**config.mk**
```make
export PLATFORM = sky130hd
export DESIGN_NAME = eth_commu
export DESIGN_NICKNAME = d
export VERILOG_FILES = /design/src/verilog/eth_udp_pkg.sv /design/src/verilog/udp_hdr_gen.sv /design/src/verilog/udp_tx_ctrl.sv /design/src/verilog/eth_rx_capture.sv /design/src/verilog/cmd_decode.sv /design/src/verilog/eth_commu.sv
export SDC_FILE = /design/constraint.sdc
export NUM_CORES = 1
export LEC_CHECK = 0
export BUFFER_PORTS_ARGS = -buffer_cell sky130_fd_sc_hd__clkbuf_2
export CELL_PAD_IN_SITES_DETAIL_PLACEMENT = 0
export CELL_PAD_IN_SITES_GLOBAL_PLACEMENT = 1
export CORE_MARGIN = 1
export CORE_UTILIZATION = 50
export CTS_BUF_LIST = sky130_fd_sc_hd__clkbuf_8
export DETAILED_ROUTE_END_ITERATION = 8
export HOLD_SLACK_MARGIN = 0.06
export PLACE_DENSITY_LB_ADDON = 0.1
export SLEW_MARGIN = 20
export SYNTH_ARGS = -nofsm -noshare
export SYNTH_HDL_FRONTEND = slang
export SYNTH_SLANG_ARGS = --single-unit
```
**constraint.sdc**
```tcl
create_clock -name i_clk -period 25.5 [get_ports i_clk]
set_clock_uncertainty 0.1 [all_clocks]
set_input_delay 1.275 -clock i_clk [delete_from_list [all_inputs] [get_ports i_clk]]
set_output_delay 1.275 -clock i_clk [all_outputs]
set_load 0.03 [all_outputs]
```
**src/verilog/eth_udp_pkg.sv**
```systemverilog
package eth_udp_pkg;

	typedef logic [7:0]  byte_t;
	typedef logic [47:0] mac_t;
	typedef logic [31:0] ip4_t;
	typedef logic [15:0] port_t;
	typedef logic [10:0] len_t;	// 1 to 1024 payload bytes
	typedef logic [15:0] cmd_t;
	typedef logic [31:0] param_t;
	typedef logic [5:0]  hdr_idx_t;

	localparam int ETH_HDR_LEN = 14;
	localparam int IP_HDR_LEN  = 20;
	localparam int UDP_HDR_LEN = 8;
	localparam int HDR_LEN     = ETH_HDR_LEN + IP_HDR_LEN + UDP_HDR_LEN;

	localparam int    PREAMBLE_LEN  = 8;	// seven 55h then the SFD
	localparam byte_t PREAMBLE_BYTE = 8'h55;
	localparam byte_t SFD_BYTE      = 8'hd5;

	localparam logic [15:0] ETHERTYPE_IPV4 = 16'h0800;
	localparam byte_t       IP_PROTO_UDP   = 8'd17;
	localparam byte_t       IP_TTL         = 8'd128;

	// identifier and index bytes ahead of the payload
	localparam int PCK_HDR_LEN = 2;

	// command, complement, parameter
	localparam int CMD_LEN = 8;

	typedef enum logic [2:0]
	{
		TX_IDLE,
		TX_PREAMBLE,
		TX_HEADER,
		TX_PCK_ID,
		TX_PAYLOAD
	} tx_state_e;

	typedef enum logic [1:0]
	{
		RX_IDLE,
		RX_PREAMBLE,
		RX_STORE,
		RX_ERROR
	} rx_state_e;

	// fields picked out of a received command frame
	typedef struct packed
	{
		mac_t        dst_mac;
		logic [15:0] ethertype;
		byte_t       ip_proto;
		port_t       dst_port;
		cmd_t        cmd;
		logic [15:0] cmd_n;	// bitwise complement of cmd
		param_t      param;
	} rx_fields_t;

endpackage

```
**src/verilog/udp_hdr_gen.sv**
```systemverilog
`timescale 1ns/1ps

module udp_hdr_gen
#(
	parameter eth_udp_pkg::mac_t  LOCAL_MAC = 48'h02_00_00_00_00_04,
	parameter eth_udp_pkg::mac_t  DEST_MAC  = 48'h08_62_66_b3_84_1c,
	parameter eth_udp_pkg::ip4_t  LOCAL_IP  = 32'hc0_a8_01_04,
	parameter eth_udp_pkg::ip4_t  DEST_IP   = 32'hc0_a8_01_05,
	parameter eth_udp_pkg::port_t UDP_PORT  = 16'hfeef
)
(
	input  eth_udp_pkg::hdr_idx_t i_hdr_idx,
	input  eth_udp_pkg::len_t     i_data_length,
	output eth_udp_pkg::byte_t    o_hdr_byte
);

	localparam eth_udp_pkg::byte_t IP_VER_IHL = 8'h45;

	logic [15:0] ip_len;
	logic [15:0] udp_len;
	logic [19:0] csum_acc;
	logic [16:0] csum_fold;
	logic [15:0] ip_csum;
	logic [eth_udp_pkg::HDR_LEN*8-1:0] hdr;

	// both lengths count the two packet bytes ahead of the payload
	assign ip_len = 16'(i_data_length) + 16'(eth_udp_pkg::IP_HDR_LEN
		+ eth_udp_pkg::UDP_HDR_LEN + eth_udp_pkg::PCK_HDR_LEN);
	assign udp_len = 16'(i_data_length)
		+ 16'(eth_udp_pkg::UDP_HDR_LEN + eth_udp_pkg::PCK_HDR_LEN);

	// ones'-complement sum of the ten header words, checksum word as zero
	always_comb
	begin
		csum_acc = {4'h0, IP_VER_IHL, 8'h00}
			+ {4'h0, ip_len}
			+ {4'h0, eth_udp_pkg::IP_TTL, eth_udp_pkg::IP_PROTO_UDP}
			+ {4'h0, LOCAL_IP[31:16]}
			+ {4'h0, LOCAL_IP[15:0]}
			+ {4'h0, DEST_IP[31:16]}
			+ {4'h0, DEST_IP[15:0]};
		csum_fold = {1'b0, csum_acc[15:0]} + {13'h0, csum_acc[19:16]};
		ip_csum = ~(csum_fold[15:0] + {15'h0, csum_fold[16]});	// second fold
	end

	assign hdr =
	{
		DEST_MAC,
		LOCAL_MAC,
		eth_udp_pkg::ETHERTYPE_IPV4,
		IP_VER_IHL,
		8'h00,	// tos
		ip_len,
		16'h0000,	// identification
		16'h0000,	// flags, fragment offset
		eth_udp_pkg::IP_TTL,
		eth_udp_pkg::IP_PROTO_UDP,
		ip_csum,
		LOCAL_IP,
		DEST_IP,
		UDP_PORT,
		UDP_PORT,
		udp_len,
		16'h0000	// udp checksum unused
	};

	// byte 0 sits in the top octet
	always_comb
	begin
		if (int'(i_hdr_idx) < eth_udp_pkg::HDR_LEN)
			o_hdr_byte = hdr[8 * (eth_udp_pkg::HDR_LEN - 1 - int'(i_hdr_idx)) +: 8];
		else
			o_hdr_byte = '0;
	end

endmodule

```
**src/verilog/udp_tx_ctrl.sv**
```systemverilog
`timescale 1ns/1ps

module udp_tx_ctrl
(
	input  logic                  i_clk,
	input  logic                  i_rst_n,
	input  logic                  i_trig_send,
	input  eth_udp_pkg::len_t     i_data_length,
	input  eth_udp_pkg::byte_t    i_pck_ident,
	input  eth_udp_pkg::byte_t    i_pck_idx,
	input  eth_udp_pkg::byte_t    i_cur_byte,
	output eth_udp_pkg::hdr_idx_t o_hdr_idx,
	output eth_udp_pkg::len_t     o_len,
	input  eth_udp_pkg::byte_t    i_hdr_byte,
	output logic                  o_feed_next_byte,
	output logic                  o_eth_txen,
	output eth_udp_pkg::byte_t    o_eth_txd,
	output logic                  o_send_over
);

	eth_udp_pkg::tx_state_e state, state_nx;
	eth_udp_pkg::len_t      cnt, cnt_nx;
	eth_udp_pkg::len_t      len_q;
	eth_udp_pkg::byte_t     tx_byte;
	logic                   trig_d;
	logic                   trig_edge;
	logic                   pend;
	logic                   start;
	logic                   txen_d;

	assign trig_edge = i_trig_send & ~trig_d;
	assign start = (state == eth_udp_pkg::TX_IDLE) && pend;
	assign o_hdr_idx = cnt[5:0];
	assign o_len = len_q;

	always_comb
	begin
		state_nx = state;
		cnt_nx = cnt + 1'b1;
		case (state)
			eth_udp_pkg::TX_IDLE:
			begin
				cnt_nx = '0;
				if (pend)
					state_nx = eth_udp_pkg::TX_PREAMBLE;
			end
			eth_udp_pkg::TX_PREAMBLE:
				if (cnt == eth_udp_pkg::len_t'(eth_udp_pkg::PREAMBLE_LEN - 1))
				begin
					state_nx = eth_udp_pkg::TX_HEADER;
					cnt_nx = '0;
				end
			eth_udp_pkg::TX_HEADER:
				if (cnt == eth_udp_pkg::len_t'(eth_udp_pkg::HDR_LEN - 1))
				begin
					state_nx = eth_udp_pkg::TX_PCK_ID;
					cnt_nx = '0;
				end
			eth_udp_pkg::TX_PCK_ID:
				if (cnt == eth_udp_pkg::len_t'(eth_udp_pkg::PCK_HDR_LEN - 1))
				begin
					state_nx = eth_udp_pkg::TX_PAYLOAD;
					cnt_nx = '0;
				end
			eth_udp_pkg::TX_PAYLOAD:
				if (cnt == len_q - 1'b1)
				begin
					state_nx = eth_udp_pkg::TX_IDLE;
					cnt_nx = '0;
				end
			default:
			begin
				state_nx = eth_udp_pkg::TX_IDLE;
				cnt_nx = '0;
			end
		endcase
	end

	// byte for the current state, registered onto the wire
	always_comb
	begin
		case (state)
			eth_udp_pkg::TX_PREAMBLE:
				tx_byte = (cnt == eth_udp_pkg::len_t'(eth_udp_pkg::PREAMBLE_LEN - 1)) ?
					eth_udp_pkg::SFD_BYTE : eth_udp_pkg::PREAMBLE_BYTE;
			eth_udp_pkg::TX_HEADER:  tx_byte = i_hdr_byte;
			eth_udp_pkg::TX_PCK_ID:  tx_byte = cnt[0] ? i_pck_idx : i_pck_ident;
			eth_udp_pkg::TX_PAYLOAD: tx_byte = i_cur_byte;
			default:                 tx_byte = '0;
		endcase
	end

	always_ff @(posedge i_clk or negedge i_rst_n)
	begin
		if (!i_rst_n)
		begin
			state <= eth_udp_pkg::TX_IDLE;
			cnt <= '0;
			len_q <= '0;
			trig_d <= 1'b0;
			pend <= 1'b0;
			txen_d <= 1'b0;
			o_eth_txen <= 1'b0;
			o_feed_next_byte <= 1'b0;
			o_send_over <= 1'b0;
		end
		else
		begin
			state <= state_nx;
			cnt <= cnt_nx;
			trig_d <= i_trig_send;
			if (start)
			begin
				len_q <= i_data_length;
				pend <= trig_edge;	// an edge right at start is kept for the next frame
			end
			else if (trig_edge)
				pend <= 1'b1;
			o_eth_txen <= (state != eth_udp_pkg::TX_IDLE);
			o_feed_next_byte <= (state_nx == eth_udp_pkg::TX_PAYLOAD);
			txen_d <= o_eth_txen;
			o_send_over <= txen_d & ~o_eth_txen;	// cycle after txen drops
		end
	end

	always_ff @(posedge i_clk)
		o_eth_txd <= tx_byte;

endmodule

```
**src/verilog/eth_rx_capture.sv**
```systemverilog
`timescale 1ns/1ps

module eth_rx_capture
(
	input  logic                    i_clk,
	input  logic                    i_rst_n,
	input  logic                    i_eth_rxdv,
	input  eth_udp_pkg::byte_t      i_eth_rxd,
	output eth_udp_pkg::rx_fields_t o_fields,
	output logic                    o_frame_done
);

	// offsets counted from the first byte after the SFD
	localparam int OFS_DST_MAC = 0;
	localparam int OFS_ETYPE   = 12;
	localparam int OFS_PROTO   = 23;
	localparam int OFS_PORT    = 36;
	localparam int OFS_CMD     = eth_udp_pkg::HDR_LEN;
	localparam int FRAME_LEN   = eth_udp_pkg::HDR_LEN + eth_udp_pkg::CMD_LEN;

	eth_udp_pkg::rx_state_e state;
	logic [2:0] pre_cnt;
	logic [5:0] idx;	// saturates at FRAME_LEN

	always_ff @(posedge i_clk or negedge i_rst_n)
	begin
		if (!i_rst_n)
		begin
			state <= eth_udp_pkg::RX_IDLE;
			pre_cnt <= '0;
			idx <= '0;
			o_frame_done <= 1'b0;
		end
		else
		begin
			o_frame_done <= 1'b0;
			case (state)
				eth_udp_pkg::RX_IDLE:
					if (i_eth_rxdv)
					begin
						pre_cnt <= 3'd1;
						idx <= '0;
						if (i_eth_rxd == eth_udp_pkg::PREAMBLE_BYTE)
							state <= eth_udp_pkg::RX_PREAMBLE;
						else
							state <= eth_udp_pkg::RX_ERROR;
					end
				eth_udp_pkg::RX_PREAMBLE:
				begin
					pre_cnt <= pre_cnt + 1'b1;
					if (!i_eth_rxdv)
						state <= eth_udp_pkg::RX_IDLE;	// frame ended inside preamble
					else if (pre_cnt == 3'(eth_udp_pkg::PREAMBLE_LEN - 1))
					begin
						if (i_eth_rxd == eth_udp_pkg::SFD_BYTE)
							state <= eth_udp_pkg::RX_STORE;
						else
							state <= eth_udp_pkg::RX_ERROR;
					end
					else if (i_eth_rxd != eth_udp_pkg::PREAMBLE_BYTE)
						state <= eth_udp_pkg::RX_ERROR;
				end
				eth_udp_pkg::RX_STORE:
				begin
					if (!i_eth_rxdv)
					begin
						o_frame_done <= (idx == 6'(FRAME_LEN));
						state <= eth_udp_pkg::RX_IDLE;
					end
					else if (idx != 6'(FRAME_LEN))
						idx <= idx + 1'b1;
				end
				eth_udp_pkg::RX_ERROR:
					if (!i_eth_rxdv)
						state <= eth_udp_pkg::RX_IDLE;
				default:
					state <= eth_udp_pkg::RX_IDLE;
			endcase
		end
	end

	// multi-byte fields shift in msb first
	always_ff @(posedge i_clk)
	begin
		if (state == eth_udp_pkg::RX_STORE && i_eth_rxdv)
		begin
			case (int'(idx)) inside
				[OFS_DST_MAC:OFS_DST_MAC+5]:
					o_fields.dst_mac <= {o_fields.dst_mac[39:0], i_eth_rxd};
				[OFS_ETYPE:OFS_ETYPE+1]:
					o_fields.ethertype <= {o_fields.ethertype[7:0], i_eth_rxd};
				OFS_PROTO:
					o_fields.ip_proto <= i_eth_rxd;
				[OFS_PORT:OFS_PORT+1]:
					o_fields.dst_port <= {o_fields.dst_port[7:0], i_eth_rxd};
				[OFS_CMD:OFS_CMD+1]:
					o_fields.cmd <= {o_fields.cmd[7:0], i_eth_rxd};
				[OFS_CMD+2:OFS_CMD+3]:
					o_fields.cmd_n <= {o_fields.cmd_n[7:0], i_eth_rxd};
				[OFS_CMD+4:OFS_CMD+7]:
					o_fields.param <= {o_fields.param[23:0], i_eth_rxd};
				default:
					o_fields <= o_fields;
			endcase
		end
	end

endmodule

```
**src/verilog/cmd_decode.sv**
```systemverilog
`timescale 1ns/1ps

module cmd_decode
#(
	parameter eth_udp_pkg::mac_t  LOCAL_MAC = 48'h02_00_00_00_00_04,
	parameter eth_udp_pkg::port_t UDP_PORT  = 16'hfeef
)
(
	input  logic                    i_clk,
	input  logic                    i_rst_n,
	input  eth_udp_pkg::rx_fields_t i_fields,
	input  logic                    i_frame_done,
	output eth_udp_pkg::cmd_t       o_cmd,
	output eth_udp_pkg::param_t     o_param,
	output logic                    o_cmd_come
);

	logic mac_ok;
	logic proto_ok;
	logic port_ok;
	logic check_ok;
	logic accept;

	// own address or broadcast
	assign mac_ok = (i_fields.dst_mac == LOCAL_MAC) || (&i_fields.dst_mac);
	assign proto_ok = (i_fields.ethertype == eth_udp_pkg::ETHERTYPE_IPV4)
		&& (i_fields.ip_proto == eth_udp_pkg::IP_PROTO_UDP);
	assign port_ok = (i_fields.dst_port == UDP_PORT);
	assign check_ok = (i_fields.cmd_n == ~i_fields.cmd);
	assign accept = mac_ok && proto_ok && port_ok && check_ok;

	always_ff @(posedge i_clk or negedge i_rst_n)
	begin
		if (!i_rst_n)
		begin
			o_cmd <= '0;
			o_param <= '0;
			o_cmd_come <= 1'b0;
		end
		else
		begin
			o_cmd_come <= i_frame_done && accept;	// one-cycle strobe
			if (i_frame_done && accept)
			begin
				o_cmd <= i_fields.cmd;
				o_param <= i_fields.param;
			end
		end
	end

endmodule

```
**src/verilog/eth_commu.sv**
```systemverilog
`timescale 1ns/1ps

module eth_commu
#(
	parameter eth_udp_pkg::mac_t  LOCAL_MAC = 48'h02_00_00_00_00_04,
	parameter eth_udp_pkg::mac_t  DEST_MAC  = 48'h08_62_66_b3_84_1c,
	parameter eth_udp_pkg::ip4_t  LOCAL_IP  = 32'hc0_a8_01_04,
	parameter eth_udp_pkg::ip4_t  DEST_IP   = 32'hc0_a8_01_05,
	parameter eth_udp_pkg::port_t UDP_PORT  = 16'hfeef
)
(
	input  logic                i_clk,
	input  logic                i_rst_n,
	input  logic                i_trig_send,
	input  eth_udp_pkg::len_t   i_data_length,
	input  eth_udp_pkg::byte_t  i_pck_ident,
	input  eth_udp_pkg::byte_t  i_pck_idx,
	input  eth_udp_pkg::byte_t  i_cur_byte,
	input  logic                i_eth_rxdv,
	input  eth_udp_pkg::byte_t  i_eth_rxd,
	output logic                o_feed_next_byte,
	output logic                o_send_over,
	output logic                o_eth_txen,
	output eth_udp_pkg::byte_t  o_eth_txd,
	output eth_udp_pkg::cmd_t   o_cmd,
	output eth_udp_pkg::param_t o_param,
	output logic                o_cmd_come
);

	eth_udp_pkg::hdr_idx_t   hdr_idx;
	eth_udp_pkg::byte_t      hdr_byte;
	eth_udp_pkg::len_t       tx_len;
	eth_udp_pkg::rx_fields_t rx_fields;
	logic                    rx_frame_done;

	udp_tx_ctrl u_tx_ctrl
	(
		.i_clk            (i_clk),
		.i_rst_n          (i_rst_n),
		.i_trig_send      (i_trig_send),
		.i_data_length    (i_data_length),
		.i_pck_ident      (i_pck_ident),
		.i_pck_idx        (i_pck_idx),
		.i_cur_byte       (i_cur_byte),
		.o_hdr_idx        (hdr_idx),
		.o_len            (tx_len),
		.i_hdr_byte       (hdr_byte),
		.o_feed_next_byte (o_feed_next_byte),
		.o_eth_txen       (o_eth_txen),
		.o_eth_txd        (o_eth_txd),
		.o_send_over      (o_send_over)
	);

	udp_hdr_gen
	#(
		.LOCAL_MAC (LOCAL_MAC),
		.DEST_MAC  (DEST_MAC),
		.LOCAL_IP  (LOCAL_IP),
		.DEST_IP   (DEST_IP),
		.UDP_PORT  (UDP_PORT)
	) u_hdr_gen
	(
		.i_hdr_idx     (hdr_idx),
		.i_data_length (tx_len),
		.o_hdr_byte    (hdr_byte)
	);

	eth_rx_capture u_rx_capture
	(
		.i_clk        (i_clk),
		.i_rst_n      (i_rst_n),
		.i_eth_rxdv   (i_eth_rxdv),
		.i_eth_rxd    (i_eth_rxd),
		.o_fields     (rx_fields),
		.o_frame_done (rx_frame_done)
	);

	cmd_decode
	#(
		.LOCAL_MAC (LOCAL_MAC),
		.UDP_PORT  (UDP_PORT)
	) u_cmd_decode
	(
		.i_clk        (i_clk),
		.i_rst_n      (i_rst_n),
		.i_fields     (rx_fields),
		.i_frame_done (rx_frame_done),
		.o_cmd        (o_cmd),
		.o_param      (o_param),
		.o_cmd_come   (o_cmd_come)
	);

endmodule

```
== Yosys cells after proc, flatten, opt, wreduce, memory -nomap -nowiden ==
Index checks and enable logic that the tools add are counted.
Storage, ports and cells
  flip-flop bits (word level): 252
  input bits: 47
  output and inout bits: 60
Operators by class
  add/subtract/negate cells: 15
  order comparisons: 13
  eq/ne operators: 29
  shift-type cells: 1
  mux-type cells: 33
  bitwise logic cells: 12
  reduce and logical (&&, ||, !) cells: 32
Operator list (count)
  variable part select 336 x 32 -> 8 bit: 1
  adder 20 x 16 -> 20 bit, second input constant: 3
  == test 48 x 42 -> 1 bit, second input constant: 1
  AND reduction 48 bit: 1
  two-way mux 11 bit: 4
  one-hot mux 11 bit (4 select lines): 1
  adder 20 x 9 -> 20 bit, second input constant: 2
  NOT 16 bit: 2
  one-hot mux 8 bit (4 select lines): 1
  greater-or-equal comparator 6 bit, second input constant: 4
  <= comparator 6 bit, second input constant: 4
  two-way mux 8 bit: 3
  two-way mux 3 bit: 6
  two-way mux 6 bit: 3
  adder 15 x 16 -> 17 bit, first input constant: 1
  adder 16 x 4 -> 17 bit: 1
  adder 16 x 1 -> 16 bit: 1
  == test 16 x 12 -> 1 bit, second input constant: 1
  == test 16 bit: 1
  == test 16 bit, second input constant: 1
  one-hot mux 3 bit (5 select lines): 1
  logical AND 1 bit: 13
  adder 11 x 4 -> 12 bit, second input constant: 1
  adder 11 x 5 -> 12 bit, second input constant: 1
  49 further kinds: 77

== Longest topological paths before layout ==
Gate-level depths: netlist of run 1.
  depth in word-level cells: 13
  gate-level depth with buffers: 12
  gate-level depth less buffers: 11

== Modules after synthesis ==
From an unflattened synthesis of run 1, not the netlist that was laid out.
Unflattened totals
  cell total of the unflattened synthesis: 989
  area, all modules: 12117.9 um^2
By module, submodules not included
  eth_rx_capture: times used 1, cells each 231, area an instance 5376.4 um^2, sequential area each 4864.7 um^2
  cmd_decode: times used 1, cells each 196, area an instance 2464.9 um^2, sequential area each 1226.2 um^2
  udp_tx_ctrl: times used 1, cells each 241, area an instance 2219.6 um^2, sequential area each 935.9 um^2
  udp_hdr_gen: times used 1, cells each 321, area an instance 2057.0 um^2, sequential area each 0.0 um^2

== Worst setup path after synthesis of run 1 ==
OpenSTA, ideal clock, no wires.
  path kind: input to register
  start: input port i_eth_rxdv
  end: register u_rx_capture.o_fields[104] (netlist bit) (enable)
  library setup time: 0.712 ns
  arrival: 8.964 ns
  setup slack: 15.723 ns
  stages on the path: 2
  cell sequence: nand3b_1 -> a2111oi_0
Between the ends
  longest elaborated chain between the ends: 2
Ends and longest elaborated chain
  start: declaration: RTL line eth_commu.sv:19  | input logic i_eth_rxdv,
  logical AND 1 bit: RTL line eth_rx_capture.sv:85  | if (state == eth_udp_pkg::RX_STORE && i_eth_rxdv)
  AND reduction 2 bit (no line)
  end signal: assignment: RTL line eth_rx_capture.sv:103  | o_fields <= o_fields;
  end: declaration: RTL line eth_rx_capture.sv:9  | output eth_udp_pkg::rx_fields_t o_fields,
Every way passes these cells.
A chain may end at the register's enable or synchronous reset.

== Worst setup path after layout of run 1 ==
  start: register u_tx_ctrl.cnt[1]
  end: register u_tx_ctrl.o_eth_txd[4]
Between the ends
  longest elaborated chain between the ends: 4
  elaborated cells between the ends (all ways): 5
  those cells by class: add/sub (1); order compare (1); shift (1); mux (2)
Ends and longest elaborated chain
  start: declaration: RTL line udp_tx_ctrl.sv:22  | eth_udp_pkg::len_t cnt, cnt_nx;
  start signal: assignment: RTL line udp_tx_ctrl.sv:110  | cnt <= cnt_nx;
  subtractor 6 x 6 -> 7 bit: RTL line udp_hdr_gen.sv:71  | o_hdr_byte = hdr[8 * (eth_udp_pkg::HDR_LEN - 1 - int'(i_hdr_idx)) +: 8];
  variable part select 336 x 32 -> 8 bit: RTL line udp_hdr_gen.sv:71
  two-way mux 8 bit *: RTL line udp_hdr_gen.sv:70  | if (int'(i_hdr_idx) < eth_udp_pkg::HDR_LEN)
  one-hot mux 8 bit (4 select lines) *: RTL line udp_tx_ctrl.sv:82  | case (state)
  named net u_tx_ctrl.tx_byte[4]: RTL line udp_tx_ctrl.sv:24  | eth_udp_pkg::byte_t tx_byte;
  end signal: assignment: RTL line udp_tx_ctrl.sv:127  | o_eth_txd <= tx_byte;
  end: declaration: RTL line udp_tx_ctrl.sv:17  | output eth_udp_pkg::byte_t o_eth_txd,
The timed path passes the listed nets; every way through them passes the cells marked *.

==> results of run 1 <==
flip-flops by register name, summed over array words and instances (netlist names):
| name | count |
|---|---|
| u_tx_ctrl.o_feed_next_byte | 1 |
| u_rx_capture.idx | 6 |
| u_tx_ctrl.o_send_over | 1 |
| u_tx_ctrl.txen_d | 1 |
| u_tx_ctrl.state | 3 |
| u_rx_capture.pre_cnt | 3 |
| u_rx_capture.state | 2 |
| u_tx_ctrl.o_eth_txen | 1 |
| u_tx_ctrl.trig_d | 1 |
| u_rx_capture.o_fields | 152 |
| u_tx_ctrl.o_eth_txd | 8 |
| u_tx_ctrl.pend | 1 |
| u_cmd_decode.o_cmd | 16 |
| u_tx_ctrl.o_len | 11 |
| u_cmd_decode.o_cmd_come | 1 |
| u_rx_capture.o_frame_done | 1 |
| u_cmd_decode.o_param | 32 |
| u_tx_ctrl.cnt | 11 |
per-stage QoR:
step	cell area, um2	utilization
5_1_grt	13300	0.584
3_5_place_dp	12400	0.545
4_1_cts	13200	0.582
6_report	13300	0.584
2_1_floorplan	11600	-
3_3_place_gp	12400	0.545
cell type report:
type | count | area (um2)
fill | 1900 | 9440
sequential | 252 | 7030
multi-input combinational | 605 | 4330
clock buffer | 49 | 674
timing repair buffer | 118 | 649
tap | 285 | 357
clock inverter | 29 | 171
inverter | 16 | 60.1
per-layer routing:
layer	up-vias	global-route usage	routed length (um)
li1	3747	-	-
met1	3829	0.322	12100
met2	234	0.336	11700
met3	57	0.0373	1310
met4	0	0.0816	689
met5	-	0	0
final timing paths:
check	slack (ns)	to	depth (start not counted)	from
min in group asynchronous	0.62	u_cmd_decode.o_param[27]$_DFFE_PN0P_	1	i_rst_n
max reg2reg	21.54	u_tx_ctrl.o_eth_txd[4]$_DFF_P_	7	u_tx_ctrl.cnt[1]$_DFF_PN0_
max in group asynchronous	23.56	u_rx_capture.pre_cnt[2]$_DFFE_PN0P_	2	i_rst_n
min reg2reg	0.30	u_tx_ctrl.txen_d$_DFF_PN0_	0	u_tx_ctrl.o_eth_txen$_DFF_PN0_
min	0.30	u_tx_ctrl.txen_d$_DFF_PN0_	0	u_tx_ctrl.o_eth_txen$_DFF_PN0_
max	21.54	u_tx_ctrl.o_eth_txd[4]$_DFF_P_	7	u_tx_ctrl.cnt[1]$_DFF_PN0_
cells by family (layout without fill, tap and decap cells):
logic type | Yosys count | in the layout | share of synthesized area
AND/OR/NAND/NOR | 288 | 288 | 0.135
adder cells (fa/ha/maj) | 15 | 15 | 0.0162
multiplexers | 68 | 68 | 0.0647
AO/OA/AOI/OAI | 168 | 168 | 0.100
XOR/XNOR | 66 | 66 | 0.0515
flip-flops | 252 | 252 | 0.606
buffers and inverters | 66 | 212 | 0.0265
where the power goes:
group	total, mW	leakage (nW)	internal (mW)	switching, mW
Clock	0.347	0.496	0.188	0.159
Sequential	0.464	2.65	0.447	0.0170
Combinational	0.0584	2.11	0.0222	0.0362
Total	0.870	5.26	0.658	0.212
worst reg2reg max path, delay by kind of cell, from the launching register on:
family,cells,cell delay (ns)
and+or+nand+nor,3,1.29
xor gates and xnor gates,1,0.86
DFF,1,0.87
adders and majority gates,1,0.31
AOI/OAI and AO/OA,1,0.20
buffers and inverters,1,0.25
layout by cell type (no fill, tap or decap), types with 5 or more instances in the layout:
cell / netlist / routed
sky130_fd_sc_hd__edfxtp_1: 152 / 152
sky130_fd_sc_hd__clkbuf_2: 1 / 105
sky130_fd_sc_hd__dfrtp_1: 92 / 92
sky130_fd_sc_hd__nand2_1: 62 / 62
sky130_fd_sc_hd__mux2_2: 56 / 56
sky130_fd_sc_hd__clkbuf_8: 0 / 50
sky130_fd_sc_hd__o21ai_0: 46 / 46
sky130_fd_sc_hd__nor2_1: 45 / 45
sky130_fd_sc_hd__xnor2_1: 35 / 35
sky130_fd_sc_hd__inv_1: 15 / 32
sky130_fd_sc_hd__nand4_1: 32 / 32
sky130_fd_sc_hd__a21oi_1: 32 / 31
sky130_fd_sc_hd__xor2_1: 30 / 30
sky130_fd_sc_hd__nor3_1: 29 / 28
sky130_fd_sc_hd__nor4_1: 28 / 26
sky130_fd_sc_hd__nand3_1: 17 / 17
sky130_fd_sc_hd__ha_1: 15 / 15
sky130_fd_sc_hd__or3_1: 12 / 12
sky130_fd_sc_hd__mux2i_1: 12 / 12
sky130_fd_sc_hd__nor2b_1: 11 / 11
sky130_fd_sc_hd__buf_4: 4 / 11
sky130_fd_sc_hd__a31oi_1: 9 / 9
sky130_fd_sc_hd__dfxtp_1: 8 / 8
sky130_fd_sc_hd__and2_1: 7 / 7
sky130_fd_sc_hd__a22o_1: 7 / 7
sky130_fd_sc_hd__nand2b_1: 6 / 6
sky130_fd_sc_hd__a21o_1: 6 / 6
sky130_fd_sc_hd__nand4b_1: 6 / 6
sky130_fd_sc_hd__clkinv_1: 1 / 5
sky130_fd_sc_hd__a221oi_1: 5 / 5
sky130_fd_sc_hd__a22oi_1: 5 / 5
sky130_fd_sc_hd__nand3b_1: 5 / 5
==> results.txt, run 1 <==
The flow ran to the end, and the final reports show no timing, DRC or antenna violations. Buffers added to address setup during post-CTS repair amount to 0. The H-tree was split into 2 levels.

The synthesis-stage register bit count is 252, and the number of input and output port buffers inserted is 106. The share of flip-flops with an asynchronous set or reset is 0.365. The setup path with the least slack is of type flop to flop. A synthesized cell averages 12.6 um2. The run gives 985 as the number of nets produced by synthesis. After layout, the worst setup slack is 21.54 ns. The first TritonRoute pass finished after 5 iterations. Setup repair after global routing left no endpoint under its margin. In the routed layout, each cell is associated on average with a via count of 5.81. The relative slew slack is 0.268. The ratio of cells with drive above 1 in the final layout works out to 0.239.

The synthesis-to-layout area growth was 14.4%; the chip width was 154 um. The overall die height was 154 um; the total standard cell area after synthesis was 0.0116 mm2. At the pin with the least slew margin, the transition time is 1.09 ns. After clock tree synthesis, the clock-pin slew on the worst setup and hold paths is 0.06 ns. By area the synthesized netlist is led by sky130_fd_sc_hd__edfxtp_1 39%, sky130_fd_sc_hd__dfrtp_1 20%, sky130_fd_sc_hd__mux2_2 5.4%. For the first-pass GRT wire length, the log shows 41.1 mm. The cell type group with the largest total delay on the critical path is simple AND/OR/NAND/NOR gates.

Count of endpoints failing hold in the final timing report: 0. The remaining antenna violation count after routing came out at 0. The count of distinct cell types in the synthesized netlist was 82; the total routing resource utilization after global routing was 0.222. Clock tree synthesis selected as its root buffer the cell sky130_fd_sc_hd__clkbuf_8. The post-layout instance count excluding filler cells is 1,354. The logs give 7,465 for the via count of the first global-routing pass and 0.0513 mV for the worst voltage drop across the vdd grid. The aggregate negative setup slack was 0 ns.

STA classifies the critical path startpoint as a flop. The leakage power is 5.26 nW. The cell count after synthesis came out at 923.

Entering global routing, the biggest net connects 54 pins. The proportion of synthesized chip area in sequential cells is 0.606. The most common cell in the synthesized netlist is sky130_fd_sc_hd__edfxtp_1. In this run the worst hold path is classified as flop to flop. Based on the critical path, the design can be clocked at up to 252 MHz. The number of buffer and inverter instances along the worst setup path is 1, and the post-placement worst setup slack is 21.58 ns.

The count of final max-slew check failures was 0. After floorplanning, the core was sized to cover 0.0227 mm2. For the worst-skew pair, the clock arrives at the later sink with an insertion delay of 0.55 ns. For this run the aggregate overflow at the end of global routing stands at 0. The worst hold slack was 0.303 ns.

The effective utilization at floorplan is 0.511. Number of buffers between clock root and the deepest sink: 3. At the end of routability-driven placement, the weighted congestion stood at 0.884. The logs give 25.8 mm for the total routed wirelength and 25.86 ns for the critical path required time.

Initial DRC count: 495. The critical path capture point type is a flop. In this run, synthesis inferred 152 flip-flops with an integrated enable. Setup violations remaining at the end of the flow were counted as 0. Including well taps, the total number of placed cells is 1,274. Power density over the cells: 65.6 mW/mm2. The most common flop cell mapped by yosys is sky130_fd_sc_hd__edfxtp_1.

The number of hold buffers added after CTS was 0. Traced cell by cell, the critical path runs through inv_1 -> ha_1 -> xnor2_1 -> nand2_1 -> or3_1 -> or4_1 -> o221ai_1. The average wire length per cell after detail routing is 19.1 um, and the total via count after detailed routing is 7,867.

The delay contributed by the slowest stage of the critical path works out to 0.87 ns. Slowest cell on the critical path: sky130_fd_sc_hd__dfrtp_1. The clock drives 252 sinks. The run gives 42 as the total clock buffers created by CTS. After synthesis, the most frequently instantiated cells are 152 x sky130_fd_sc_hd__edfxtp_1, 92 x sky130_fd_sc_hd__dfrtp_1, 62 x sky130_fd_sc_hd__nand2_1. The reported max-cap violation count was 0; the number of warnings issued by yosys was 0.

For this design the top-level I/O count stands at 107. The net count of the finished layout is 1,097. After layout, the design draws a total of 0.870 mW.

The die covers 0.0238 mm2. The logs give 0 for the initial antenna violation count and 0 for the final antenna diode count. The minimum clock period after layout is 3.97 ns. TritonCTS built the clock tree.

The share of the synthesized area in the top cell type came out at 0.394. The post-route fraction of the period consumed by the critical path was 0.155; the final routed DRC violation total was 0. In this run the worst path has a maximum fanout of 23.

The largest total area in the synthesized netlist belongs to sky130_fd_sc_hd__edfxtp_1. The total half-perimeter wirelength after legalization and detailed placement was 18.1 mm; the number of rows created at floorplan was 55. The quantity of gates resized following cts is 0, and the critical path data arrival time is 4.32 ns.
Note: power is estimated with default switching activity, not from simulation.
==> run 2: changes to the inputs <==
--- a/config.mk
+++ b/config.mk
@@ -9,7 +9,7 @@
 export CELL_PAD_IN_SITES_DETAIL_PLACEMENT = 0
 export CELL_PAD_IN_SITES_GLOBAL_PLACEMENT = 1
 export CORE_MARGIN = 1
-export CORE_UTILIZATION = 50
+export CORE_UTILIZATION = 45
 export CTS_BUF_LIST = sky130_fd_sc_hd__clkbuf_8
 export DETAILED_ROUTE_END_ITERATION = 8
 export HOLD_SLACK_MARGIN = 0.06
==> constraint.sdc (replaced) <==
create_clock -name i_clk -period 3.25 [get_ports i_clk]
set_clock_uncertainty 0.1 [all_clocks]
set_input_delay 0.1625 -clock i_clk [delete_from_list [all_inputs] [get_ports i_clk]]
set_output_delay 0.1625 -clock i_clk [all_outputs]
set_load 0.03 [all_outputs]
==> run 2 against run 1 <==
Power grew to 7.9 times the previous value. Sequential power grew to 7.8 times the previous value. Hold slack worse by 0.19 ns. Largest cell class unchanged.
==> results.txt, run 2 (same netlist as run 1, synthesis figures left out) <==
The chip width was 163 um; the final estimated routing congestion in global placement was 0.866. Master cell of the clock root buffer: sky130_fd_sc_hd__clkbuf_8. Data on the critical path is required at its endpoint by 3.58 ns.

The total via count after detailed routing was 8,136; the power density over the cells was 495 mW/mm2. The met3 track demand over resource is 0.0415, and the H-tree depth is 2. After global routing, the most crowded layer is met1. Walking the worst path, the cells encountered are inv_1 -> ha_1 -> o21ai_0 -> a221oi_1 -> a221oi_2 -> buf_4 -> buf_4 -> nand4b_1 -> a21oi_2 -> xnor2_1 -> a211oi_1 -> o21ai_1. Pin placement for this block handled 107 I/O pins.

Most common cell after layout, fill and taps aside: sky130_fd_sc_hd__edfxtp_1. The tools report the initial antenna violation count as 0. The clock-pin slew of the registers on the worst-case setup and hold paths is 0.06 ns, and the final antenna diode count is 0. After layout, the design draws a total of 6.91 mW. Slowest cell on the critical path: sky130_fd_sc_hd__dfrtp_1.

The run gives 4 as the detailed-router iteration count before antenna repair. Once detail routing completed, the nets flagged for antenna violations numbered 0. The post-route fraction of the period consumed by the critical path works out to 0.938. The aggregate negative setup slack was 0 ns. The final routed DRC violation total came out at 0. The first global-routing pass estimated 43.7 mm of wire. The total routing resource utilization after global routing is 0.214, and the core region area is 0.0253 mm2.

In the final design database the tool counted 1,168 nets. Across the VDD grid, the largest voltage drop is 0.323 mV. TritonCTS built the clock tree.

Kind of critical path: flop to flop. TritonCTS created 42 clock buffers. The delay contributed by the slowest stage of the critical path was 0.37 ns. The flow ran to the end, and the final reports show no timing, DRC or antenna violations.

The count of final max-slew check failures is 0, and the vias per cell is 5.53. Setup repair after global routing left no endpoint under its margin. The pin count of the biggest net entering global routing is 57.

The ratio of cells with drive above 1 in the final layout is 0.251, and the global routing met1 resource utilization is 0.334. The worst setup path is captured at a flop. Timing would allow up to 328 MHz.

The number of clock sinks is 252, and the total routed wirelength is 27.7 mm. Minimum clock period after layout: 3.05 ns. The most numerous cell type found on the critical path is sky130_fd_sc_hd__buf_4. Summed over all cells, the static leakage comes to 5.56 nW.

For the worst setup path, the data arrival time is 3.38 ns. The type of element launching the critical path was a flop. In the layout the commonest cells are 152 x sky130_fd_sc_hd__edfxtp_1, 105 x sky130_fd_sc_hd__clkbuf_2, 92 x sky130_fd_sc_hd__dfrtp_1. The clock latency reported for the late side of the worst-skew pair is 0.56 ns. Ranked by flip-flop count, first place goes to u_rx_capture.o_fields. The count of endpoints failing hold in the final timing report is 0, and the number of rows created at floorplan is 58. The register with the most flip-flops in the layout has 152 of them. The floorplan step defined a die boundary enclosing 0.0264 mm2.

The wire-length estimate of the detail-placed layout is 19.3 mm. The logs give 0.304 for the fraction of met2 tracks used by global routing and 0.478 for the relative slew slack. Reported max-cap violation count: 0.

The synthesis-to-layout area growth is 20.3%. The clock passes through at most 3 buffers. The die is 163 um tall. After detailed routing, the average wire length per cell comes to 18.9 um. The largest registers in the layout are u_rx_capture.o_fields x152, u_cmd_decode.o_param x32, u_cmd_decode.o_cmd x16. Final hold analysis gives a worst-case slack of 0.118 ns.

The effective utilization at floorplan was 0.459; the initial DRC count was 692. The via count of the first global-routing pass was 7,819; the largest driver fanout on the critical path was 7. The actual slew at the worst max-slew pin is 0.783 ns, and the number of setup violations in the final report is 0. Buffers placed on the I/O ports in this run total 106. Global routing finished with a remaining overflow of 0. The run gives 0.552 as the core utilization of the finished layout.

The worst hold path class was input port to async pin.
run 2: layer usage:
| layer | wire length, um | up-vias |
|---|---|---|
| met5 | 0 | - |
| met2 | 11500 | 239 |
| met3 | 1640 | 31 |
| li1 | - | 3886 |
| met1 | 14200 | 3980 |
| met4 | 394 | 0 |
run 2: report_power, final:
group          switching [mW]  internal [mW]  total (mW)
Clock                    1.25           1.48        2.73
Combinational           0.314          0.223       0.538
Sequential              0.130           3.51        3.64
run 2: critical path: cells and delay by family (launching register included):
| family | cells | cell delay (ns) |
|---|---|---|
| buffers and inverters | 3 | 0.48 |
| and+or+nand+nor | 1 | 0.12 |
| AOI/OAI and AO/OA | 6 | 1.40 |
| xor gates and xnor gates | 1 | 0.12 |
| adders and majority gates | 1 | 0.35 |
| DFF | 1 | 0.37 |
run 2: path summary, 6_finish.rpt:
check	from	end	slack [ns]	depth (start not counted)
setup reg to reg	u_tx_ctrl.o_len[2]$_DFFE_PN0P_	u_tx_ctrl.o_eth_txd[7]$_DFF_P_	0.20	12
min in group i_clk	i_pck_ident[7]	u_tx_ctrl.o_eth_txd[7]$_DFF_P_	0.13	7
hold reg to reg	u_tx_ctrl.o_eth_txen$_DFF_PN0_	u_tx_ctrl.txen_d$_DFF_PN0_	0.30	0
max in group asynchronous	i_rst_n	u_tx_ctrl.o_len[4]$_DFFE_PN0P_	2.18	3
hold / removal	i_rst_n	u_cmd_decode.o_param[28]$_DFFE_PN0P_	0.12	2
setup / recovery	u_tx_ctrl.o_len[2]$_DFFE_PN0P_	u_tx_ctrl.o_eth_txd[7]$_DFF_P_	0.20	12
run 2: repair_timing:
| item | in CTS | in global routing |
|---|---|---|
| buffers inserted | 0 | 1 |
| hold endpoints to repair | 138 | 0 |
| setup endpoints to repair | 0 | 5 |
| resized for setup | 0 | 2 |
| hold buffers | 38 | 0 |
run 2: layout make-up:
type / instances / area (um2)
fillers: 2196 / 11300
well taps: 330 / 413
multi-input cells: 605 / 4340
repair buffers: 189 / 1260
clock inverters: 32 / 209
clock buffers: 46 / 633
flip-flops and latches: 252 / 7030
inverters: 16 / 60.1
run 2: per-stage QoR:
step	worst slack (ns)	area, um2	std cells
floorplan	0.00586	11600	923
global placement	0.256	12700	1353
detailed placement	0.183	12700	1353
CTS	0.162	13900	1469
global route	0.0410	13900	1470
finish	0.201	13900	1470
